[src/hdl/stb_pkg.sv]
`default_nettype none

// ==========================================================================
// Shared types and sizes of the store buffer
// ==========================================================================

package stb_pkg;

    // Number of store slots, must stay a power of two so the pointers wrap
    localparam int STB_DEPTH = 4;
    localparam int STB_IDX_W = 2;

    // Address and data both travel as one 32-bit word
    typedef logic [31:0] data_word_t;

    // Access size of a store or of a load probing the buffer
    typedef enum logic [1:0] {
        STORE_BYTE = 2'b00,
        STORE_HALF = 2'b01,
        STORE_WORD = 2'b10
    } store_width_t;

    // Store as pushed by the store unit and as held in a slot
    typedef struct packed {
        data_word_t   addr;
        store_width_t width;
        data_word_t   data;
    } store_req_t;

    // Write presented to the memory controller
    typedef struct packed {
        data_word_t   addr;
        store_width_t width;
        data_word_t   data;
    } mem_write_t;

    // Life cycle of a single slot
    typedef enum logic [1:0] {
        ENTRY_FREE      = 2'b00,
        ENTRY_PUSHED    = 2'b01,
        ENTRY_COMMITTED = 2'b10
    } entry_state_t;

endpackage : stb_pkg

`default_nettype wire

[src/hdl/stb_alloc.sv]
`timescale 1ns/1ps
`default_nettype none

// Allocation side of the store buffer
// Owns the push and commit pointers plus the two counters, and turns the
// push and commit strobes into one-hot strobes for the slots

module stb_alloc (
    input  wire logic                          clk_i,
    input  wire logic                          rst_n_i,
    input  wire logic                          push_i,
    input  wire logic                          commit_i,
    input  wire logic                          flush_i,
    input  wire logic                          free_i,
    output logic [stb_pkg::STB_DEPTH-1:0]      entry_wr_o,
    output logic [stb_pkg::STB_DEPTH-1:0]      entry_commit_o,
    output logic [stb_pkg::STB_IDX_W-1:0]      push_idx_o,
    output logic                               full_o,
    output logic                               empty_o
);

    import stb_pkg::*;

    logic [STB_IDX_W-1:0] push_ptr_q;
    logic [STB_IDX_W-1:0] commit_ptr_q;

    // Counters need one extra bit to reach STB_DEPTH
    logic [STB_IDX_W:0]   occ_q, occ_d;
    logic [STB_IDX_W:0]   cmt_q, cmt_d;

    logic                 push_eff;
    logic                 commit_eff;
    logic                 full_q, empty_q;

    // Flush wins over a push or a commit arriving in the same cycle
    assign push_eff   = push_i && !flush_i;
    assign commit_eff = commit_i && !flush_i;

    // ======================================================================
    // Next counter values
    // ======================================================================

    always_comb begin : next_count
        // Committed stores survive a flush, so this count never rolls back
        cmt_d = cmt_q + (STB_IDX_W+1)'(commit_eff) - (STB_IDX_W+1)'(free_i);

        if (flush_i) begin
            // Only the committed stores remain after a flush
            occ_d = cmt_d;
        end else begin
            occ_d = occ_q + (STB_IDX_W+1)'(push_eff) - (STB_IDX_W+1)'(free_i);
        end
    end : next_count

    // ======================================================================
    // Pointers, counters and flags
    // ======================================================================

    always_ff @(posedge clk_i) begin : alloc_regs
        if (!rst_n_i) begin
            push_ptr_q   <= '0;
            commit_ptr_q <= '0;
            occ_q        <= '0;
            cmt_q        <= '0;
            full_q       <= 1'b0;
            empty_q      <= 1'b1;
        end else begin
            if (flush_i) begin
                // The youngest surviving store sits just below the commit pointer
                push_ptr_q <= commit_ptr_q;
            end else if (push_eff) begin
                push_ptr_q <= push_ptr_q + 1'b1;
            end

            if (commit_eff) begin
                commit_ptr_q <= commit_ptr_q + 1'b1;
            end

            occ_q   <= occ_d;
            cmt_q   <= cmt_d;
            full_q  <= (occ_d == (STB_IDX_W+1)'(STB_DEPTH));
            empty_q <= (occ_d == '0);
        end
    end : alloc_regs

    // One-hot strobes towards the slots
    always_comb begin : strobe_decode
        entry_wr_o                   = '0;
        entry_commit_o               = '0;
        entry_wr_o[push_ptr_q]       = push_eff;
        entry_commit_o[commit_ptr_q] = commit_eff;
    end : strobe_decode

    assign push_idx_o = push_ptr_q;
    assign full_o     = full_q;
    assign empty_o    = empty_q;

endmodule : stb_alloc

`default_nettype wire

[src/hdl/stb_drain.sv]
`timescale 1ns/1ps
`default_nettype none

// Drain side of the store buffer
// Sends the oldest committed store to memory, one request at a time, and
// releases its slot when the memory controller reports completion

module stb_drain (
    input  wire logic                   clk_i,
    input  wire logic                   rst_n_i,
    input  wire logic                   mem_done_i,
    input  stb_pkg::entry_state_t       entry_state_i [stb_pkg::STB_DEPTH-1:0],
    input  stb_pkg::store_req_t         entry_data_i  [stb_pkg::STB_DEPTH-1:0],
    output logic                        mem_req_o,
    output stb_pkg::mem_write_t         mem_write_o,
    output logic [stb_pkg::STB_DEPTH-1:0] entry_free_o,
    output logic                        free_o
);

    import stb_pkg::*;

    logic [STB_IDX_W-1:0] pull_ptr_q;
    logic                 outstanding_q;
    logic                 done_eff;
    store_req_t           head;

    // Oldest slot in the buffer
    assign head = entry_data_i[pull_ptr_q];

    // A done without an open request is ignored
    assign done_eff = mem_done_i && outstanding_q;

    // ======================================================================
    // Request generation
    // ======================================================================

    // Single cycle strobe, the outstanding flag blocks it afterwards
    assign mem_req_o = (entry_state_i[pull_ptr_q] == ENTRY_COMMITTED) && !outstanding_q;

    // Pull pointer only moves on done, so the write stays stable meanwhile
    assign mem_write_o = '{addr: head.addr, width: head.width, data: head.data};

    always_ff @(posedge clk_i) begin : drain_regs
        if (!rst_n_i) begin
            pull_ptr_q    <= '0;
            outstanding_q <= 1'b0;
        end else begin
            if (done_eff) begin
                outstanding_q <= 1'b0;
                pull_ptr_q    <= pull_ptr_q + 1'b1;
            end else if (mem_req_o) begin
                outstanding_q <= 1'b1;
            end
        end
    end : drain_regs

    // ======================================================================
    // Slot release
    // ======================================================================

    always_comb begin : free_decode
        entry_free_o             = '0;
        entry_free_o[pull_ptr_q] = done_eff;
    end : free_decode

    // Tells the allocator that one committed store has left
    assign free_o = done_eff;

endmodule : stb_drain

`default_nettype wire

[src/hdl/stb_entry.sv]
`timescale 1ns/1ps
`default_nettype none

// One slot of the store buffer
// The slot keeps its own life state, holds the store payload and checks
// itself against the address of the load that is probing the buffer

module stb_entry (
    input  wire logic                 clk_i,
    input  wire logic                 rst_n_i,
    input  wire logic                 wr_i,
    input  wire logic                 commit_i,
    input  wire logic                 free_i,
    input  wire logic                 flush_i,
    input  stb_pkg::store_req_t       wr_data_i,
    input  stb_pkg::data_word_t       fwd_addr_i,
    input  stb_pkg::store_width_t     fwd_width_i,
    output stb_pkg::entry_state_t     state_o,
    output stb_pkg::store_req_t       data_o,
    output logic                      overlap_o,
    output logic                      exact_o
);

    import stb_pkg::*;

    entry_state_t state_q;
    store_req_t   payload_q;
    logic         live;

    // ======================================================================
    // State tracking
    // ======================================================================

    // The drain unit only frees a committed slot and the allocator only
    // writes a free one, so the cases below never collide on one slot
    always_ff @(posedge clk_i) begin : state_reg
        if (!rst_n_i) begin
            state_q <= ENTRY_FREE;
        end else if (free_i) begin
            state_q <= ENTRY_FREE;
        end else if (flush_i && (state_q == ENTRY_PUSHED)) begin
            // A store that never retired is speculative and goes away
            state_q <= ENTRY_FREE;
        end else if (wr_i) begin
            state_q <= ENTRY_PUSHED;
        end else if (commit_i && (state_q == ENTRY_PUSHED)) begin
            state_q <= ENTRY_COMMITTED;
        end
    end : state_reg

    // Payload is captured on the write strobe and then left alone
    always_ff @(posedge clk_i) begin : payload_reg
        if (wr_i) begin
            payload_q <= wr_data_i;
        end
    end : payload_reg

    // ======================================================================
    // Load comparison
    // ======================================================================

    assign live = (state_q != ENTRY_FREE);

    // Same 32-bit word, whatever the bytes touched
    assign overlap_o = live && (payload_q.addr[31:2] == fwd_addr_i[31:2]);

    // Exact match also needs the same byte offset and the same size
    assign exact_o   = overlap_o && (payload_q.addr[1:0] == fwd_addr_i[1:0])
                       && (payload_q.width == fwd_width_i);

    assign state_o = state_q;
    assign data_o  = payload_q;

endmodule : stb_entry

`default_nettype wire

[src/hdl/stb_forward.sv]
`timescale 1ns/1ps
`default_nettype none

// Store-to-load forwarding selector
// Walks the slots from youngest to oldest and lets the first one that
// touches the load's word decide between forwarding and waiting

module stb_forward (
    input  wire logic [stb_pkg::STB_IDX_W-1:0] push_idx_i,
    input  wire logic [stb_pkg::STB_DEPTH-1:0] overlap_i,
    input  wire logic [stb_pkg::STB_DEPTH-1:0] exact_i,
    input  stb_pkg::store_req_t                entry_data_i [stb_pkg::STB_DEPTH-1:0],
    output logic                               fwd_hit_o,
    output logic                               fwd_wait_o,
    output stb_pkg::data_word_t                fwd_data_o
);

    import stb_pkg::*;

    logic                 found;
    logic [STB_IDX_W-1:0] sel_idx;

    // ======================================================================
    // Age ordered search
    // ======================================================================

    // The slot just below the push pointer is the youngest one; stepping
    // further back wraps around to older stores
    always_comb begin : age_search
        logic [STB_IDX_W-1:0] idx;

        found   = 1'b0;
        sel_idx = '0;
        idx     = '0;
        for (int k = 1; k <= STB_DEPTH; k++) begin
            idx = push_idx_i - STB_IDX_W'(k);
            if (!found && overlap_i[idx]) begin
                found   = 1'b1;
                sel_idx = idx;
            end
        end
    end : age_search

    // Youngest overlapping store alone decides; an older exact match behind
    // a partial one would return stale bytes
    assign fwd_hit_o  = found && exact_i[sel_idx];
    assign fwd_wait_o = found && !exact_i[sel_idx];

    // Stored word comes back as is, without lane shifting
    assign fwd_data_o = entry_data_i[sel_idx].data;

endmodule : stb_forward

`default_nettype wire

[src/hdl/store_buffer_top.sv]
`timescale 1ns/1ps
`default_nettype none

// Store buffer of the load/store unit
// Stores enter from the store unit, get committed by the reorder buffer,
// drain to memory in order and can feed younger loads on the way

module store_buffer_top (
    input  wire logic            clk_i,
    input  wire logic            rst_n_i,
    input  wire logic            push_i,
    input  stb_pkg::store_req_t  push_req_i,
    input  wire logic            commit_i,
    input  wire logic            flush_i,
    input  stb_pkg::data_word_t  fwd_addr_i,
    input  stb_pkg::store_width_t fwd_width_i,
    output logic                 fwd_hit_o,
    output logic                 fwd_wait_o,
    output stb_pkg::data_word_t  fwd_data_o,
    output logic                 mem_req_o,
    output stb_pkg::mem_write_t  mem_write_o,
    input  wire logic            mem_done_i,
    output logic                 full_o,
    output logic                 empty_o
);

    import stb_pkg::*;

    logic [STB_DEPTH-1:0] entry_wr;
    logic [STB_DEPTH-1:0] entry_commit;
    logic [STB_DEPTH-1:0] entry_free;
    logic [STB_DEPTH-1:0] entry_overlap;
    logic [STB_DEPTH-1:0] entry_exact;
    logic [STB_IDX_W-1:0] push_idx;
    logic                 free;
    entry_state_t         entry_state [STB_DEPTH-1:0];
    store_req_t           entry_data  [STB_DEPTH-1:0];

    // ======================================================================
    // Allocation
    // ======================================================================

    stb_alloc u_alloc (
        .clk_i          (clk_i),
        .rst_n_i        (rst_n_i),
        .push_i         (push_i),
        .commit_i       (commit_i),
        .flush_i        (flush_i),
        .free_i         (free),
        .entry_wr_o     (entry_wr),
        .entry_commit_o (entry_commit),
        .push_idx_o     (push_idx),
        .full_o         (full_o),
        .empty_o        (empty_o)
    );

    // ======================================================================
    // Slots
    // ======================================================================

    // Every slot sees the same push payload and load probe
    for (genvar i = 0; i < STB_DEPTH; i++) begin : g_entry
        stb_entry u_entry (
            .clk_i       (clk_i),
            .rst_n_i     (rst_n_i),
            .wr_i        (entry_wr[i]),
            .commit_i    (entry_commit[i]),
            .free_i      (entry_free[i]),
            .flush_i     (flush_i),
            .wr_data_i   (push_req_i),
            .fwd_addr_i  (fwd_addr_i),
            .fwd_width_i (fwd_width_i),
            .state_o     (entry_state[i]),
            .data_o      (entry_data[i]),
            .overlap_o   (entry_overlap[i]),
            .exact_o     (entry_exact[i])
        );
    end : g_entry

    // Forwarding to loads
    stb_forward u_forward (
        .push_idx_i   (push_idx),
        .overlap_i    (entry_overlap),
        .exact_i      (entry_exact),
        .entry_data_i (entry_data),
        .fwd_hit_o    (fwd_hit_o),
        .fwd_wait_o   (fwd_wait_o),
        .fwd_data_o   (fwd_data_o)
    );

    // Drain towards the memory controller
    stb_drain u_drain (
        .clk_i         (clk_i),
        .rst_n_i       (rst_n_i),
        .mem_done_i    (mem_done_i),
        .entry_state_i (entry_state),
        .entry_data_i  (entry_data),
        .mem_req_o     (mem_req_o),
        .mem_write_o   (mem_write_o),
        .entry_free_o  (entry_free),
        .free_o        (free)
    );

endmodule : store_buffer_top

`default_nettype wire

[config.mk]
export PLATFORM = sky130hd
export DESIGN_NAME = store_buffer_top
export DESIGN_NICKNAME = d
export VERILOG_FILES = /design/src/hdl/stb_pkg.sv /design/src/hdl/stb_alloc.sv /design/src/hdl/stb_drain.sv /design/src/hdl/stb_entry.sv /design/src/hdl/stb_forward.sv /design/src/hdl/store_buffer_top.sv
export SDC_FILE = /design/constraint.sdc
export NUM_CORES = 1
export LEC_CHECK = 0
export BUFFER_PORTS_ARGS = -buffer_cell sky130_fd_sc_hd__clkbuf_2
export CELL_PAD_IN_SITES_DETAIL_PLACEMENT = 0
export CELL_PAD_IN_SITES_GLOBAL_PLACEMENT = 2
export CORE_ASPECT_RATIO = 0.9
export CORE_MARGIN = 2
export CORE_UTILIZATION = 44
export CTS_CLUSTER_DIAMETER = 200
export DETAILED_ROUTE_END_ITERATION = 7
export HOLD_SLACK_MARGIN = 0.15
export PLACE_DENSITY = 0.92
export SETUP_SLACK_MARGIN = 0.3
export SLEW_MARGIN = 20
export SYNTH_ARGS = -nofsm -noshare
export SYNTH_HDL_FRONTEND = slang
export SYNTH_HIERARCHICAL = 1
export SYNTH_SLANG_ARGS = --single-unit
[constraint.sdc]
create_clock -name clk_i -period 5.25 [get_ports clk_i]
set_clock_uncertainty 0.15 [all_clocks]
set_input_delay 0.2625 -clock clk_i [delete_from_list [all_inputs] [get_ports clk_i]]
set_output_delay 0.2625 -clock clk_i [all_outputs]
set_load 0.03 [all_outputs]
==> results.sh <==
export IMPL_worst_path_max_fanout=43
export IMPL_clock_latency_ps=540
export IMPL_totalWireLength_um=32100
export IMPL_pin_count=209
export IMPL_synth_distinct_cells=49
export IMPL_chipHeight_um=171
export IMPL_die_area_um2=32500
export IMPL_synth_edf_count=264
export IMPL_critical_path_arrival_ps=4150
export IMPL_slowest_stage="nand3_4"
export IMPL_cp_num_buf_inv=2
export IMPL_rows=61
export IMPL_syn_avg_cell_area_um2=15.4
export IMPL_place_area_um2=15100
export IMPL_slew_viol_final=0
export IMPL_post_cts_repair_setup_buffers=0
export IMPL_syn_to_final_growth_pct=22.6
export IMPL_hold_depth=2
export IMPL_synth_area_top_cells="edfxtp_1 58%, mux4_2 11%, xor2_1 7.7%"
export IMPL_yosys_area_top_type="edfxtp_1"
export IMPL_period_needed_ps=4570
export IMPL_report_final_setup_viol=0
export IMPL_ys_ff_latch=287
export IMPL_h_tree_depth=1
export IMPL_die_width_um=190
export IMPL_grt_pass1_wl_um=48900
export IMPL_synth_area_um2=13700
export IMPL_post_route_util_pct=54.5
export IMPL_path_depth=11
export IMPL_cpMostUsedCell="a31oi_1"
export IMPL_track_usage_pct=19.5
export IMPL_cp_start_kind="register"
export IMPL_timing_fmax_mhz=219
export IMPL_drcViolationCount=0
export IMPL_critPathKind="reg2out"
export IMPL_ys_seq_area_share_pct=61.4
export IMPL_leakagePower_uw=0.00605
export IMPL_ir_drop_mv=0.259
export IMPL_p_total_uw=5070
export IMPL_outcome="finished clean"
export IMPL_floorplan_initialDensity_pct=44.4
export IMPL_end_kind="output pin"
export IMPL_final_cell_area_um2=16800
export IMPL_path_cells="xor2_1 -> nor4_1 -> nand4_1 -> nor2_1 -> nand2_1 -> a31oi_1 -> nand3_4 -> buf_4 -> a211oi_1 -> a31oi_1 -> clkbuf_2"
export IMPL_grt_pass1_vias=8825
export IMPL_overflow=0
export IMPL_slowest_delay_ps=540
export IMPL_yosysTopAreaCellShare_pct=58.0
export IMPL_synthFlopType="edfxtp_1"
export IMPL_cts_buffer_depth=3
export IMPL_first_pass_iters=7
export IMPL_synth_cells=885
export IMPL_synth_fp_nets=1009
export IMPL_cts_clk_slew_worst_paths_ps=60
export IMPL_cts_made_buffers=30
export IMPL_cap_violations=0
export IMPL_gp_congestion=0.787
export IMPL_hold_path_class="in2reg"
export IMPL_final_nets=1292
export IMPL_fillCellCount=2481
export IMPL_vias=8576
export IMPL_antenna_left=0
export IMPL_grt_max_degree=68
export IMPL_setup_tns_ps=0
export IMPL_relSlewSlack_pct=47.7
export IMPL_worst_pin_slew_ps=785
export IMPL_hold_violations=0
export IMPL_ff2ff_path_depth=6
export IMPL_core_area_um2=30800
export IMPL_drtIter0Drc=541
export IMPL_cts_sinks=287
export IMPL_async_reset_ff_share_pct=0
export IMPL_port_buffers=208
export IMPL_wire_per_inst_um=20.1
export IMPL_cts_tree="done"
export IMPL_p_per_area_nw_per_um2=303
export IMPL_drive_gt1_share_pct=30.4
export IMPL_fin_crit_sh_pct=87.0
export IMPL_rsz0062_at_grt="no"
export IMPL_viasPerCell=5.36
export IMPL_crit_required_ps=4840
export IMPL_crit_family="simple AND/OR/NAND/NOR gates"
export IMPL_yosys_warnings=6
export IMPL_clockRootBuffer="clkbuf_16"
export IMPL_antenna_found_initial=3
export IMPL_dp_hpwl_um=21300
[state kept, by name (all words and copies together) (netlist names)]
register and flops:
u_alloc/occ_q 3, u_alloc/commit_ptr_q 2, g_entry.u_entry/data_o 264, u_drain/outstanding_q 1, u_alloc/full_o 1, g_entry.u_entry/state_o 8
u_alloc/empty_o 1, u_alloc/cmt_q 3, u_drain/pull_ptr_q 2, u_alloc/push_idx_o 2
[through the flow]
stage	instances	hold WS [ps]	worst slack, ps
finish	1599	323	683
global route	1599	310	338
CTS	1597	291	518
detailed placement	1473	331	1070
global placement	1473	327	1090
floorplan	885	211	2120
[worst paths after layout]
path                            startpoint                             to  slack (ps)
max reg2reg          u_drain/pull_ptr_q[0]          u_drain/pull_ptr_q[1]        2610
max          g_entry[2].u_entry/data_o[52]                 fwd_data_o[25]         680
min                         push_req_i[52]  g_entry[3].u_entry/data_o[52]         320
min reg2reg  g_entry[3].u_entry/state_o[1]  g_entry[3].u_entry/state_o[1]         400
[layout by cell type, fill, tap and decap left out, types with 3 or more instances in the layout]
cell           count
nand4_1           12
nand2b_1           6
bufinv_16          3
clkbuf_1           8
and3_1             5
clkinv_2           6
and2_1            41
a211oi_1          15
xor2_1           120
edfxtp_1         264
nor3_1             8
a21oi_1            9
nor3_2             4
mux2i_1            5
xnor2_1           19
dfxtp_1           21
clkbuf_16         31
clkinv_1           3
clkbuf_2         208
nor2_1            16
a211oi_2          17
and2_4             4
dlygate4sd3_1     72
nand2_1           76
nor2b_1           14
mux4_2            66
a31oi_1           33
buf_4             10
ha_1              16
inv_1             14
nor4_1            29
o21ai_0            6
[worst register-to-register path: stages (launching register included)]
cell and delay, ps:
dfxtp_4 820, buf_4 430, inv_2 110, ha_1 290, nand3_1 70, a21boi_0 160, dlygate4sd3_1 550
[cell usage after synthesis (all sizes together) (9+ instances only)]
library cell and instances:
edfxtp 264, xor2 120, nand2 76, mux4 67, and2 45, a31oi 33, a211oi 32, buf 31
nor4 29, dfxtp 23, xnor2 19, ha 16, nor2 16, inv 15, nor2b 14, nand4 12
nor3 12, a21oi 9, clkbuf 9
[per-layer routing]
metal	global-route usage (%)	wire length, µm
met4	4.92	728
met2	32.1	15300
met1	27.3	14200
met3	3.10	1790
met5	0	12
[layout make-up]
type | instances | area [µm²] | share of cell area [%]
multi-input combinational | 543 | 4980 | 29.7
timing repair buffer | 291 | 1860 | 11.1
clock buffer | 39 | 806 | 4.81
tap | 409 | 512 | 3.05
antenna | 2 | 5.00 | 0.0299
sequential | 287 | 8400 | 50.1
inverter | 15 | 56.3 | 0.336
clock inverter | 13 | 140 | 0.836
[where the power goes]
part | switching, µW | internal (µW)
Sequential | 31.6 | 2550
Combinational | 256 | 183
Clock | 830 | 1220
[cell families after synthesis]
kind of cell               Yosys count  synth area share [%]
adders and majority gates           18                  1.76
DFF                                287                  61.4
and+or+nand+nor                    222                  8.53
xor gates and xnor gates           141                  9.24
AOI/OAI and AO/OA                   89                  5.07
buffers and inverters               55                  2.45
muxes                               73                  11.5
[repair_timing]
action | CTS | global route
endpoints found under the setup margin | 0 | 19
gates resized for setup | 0 | 1
hold buffers | 72 | 0
hold endpoints to repair | 287 | 0
No activity file was read; power rests on OpenSTA's default activity.
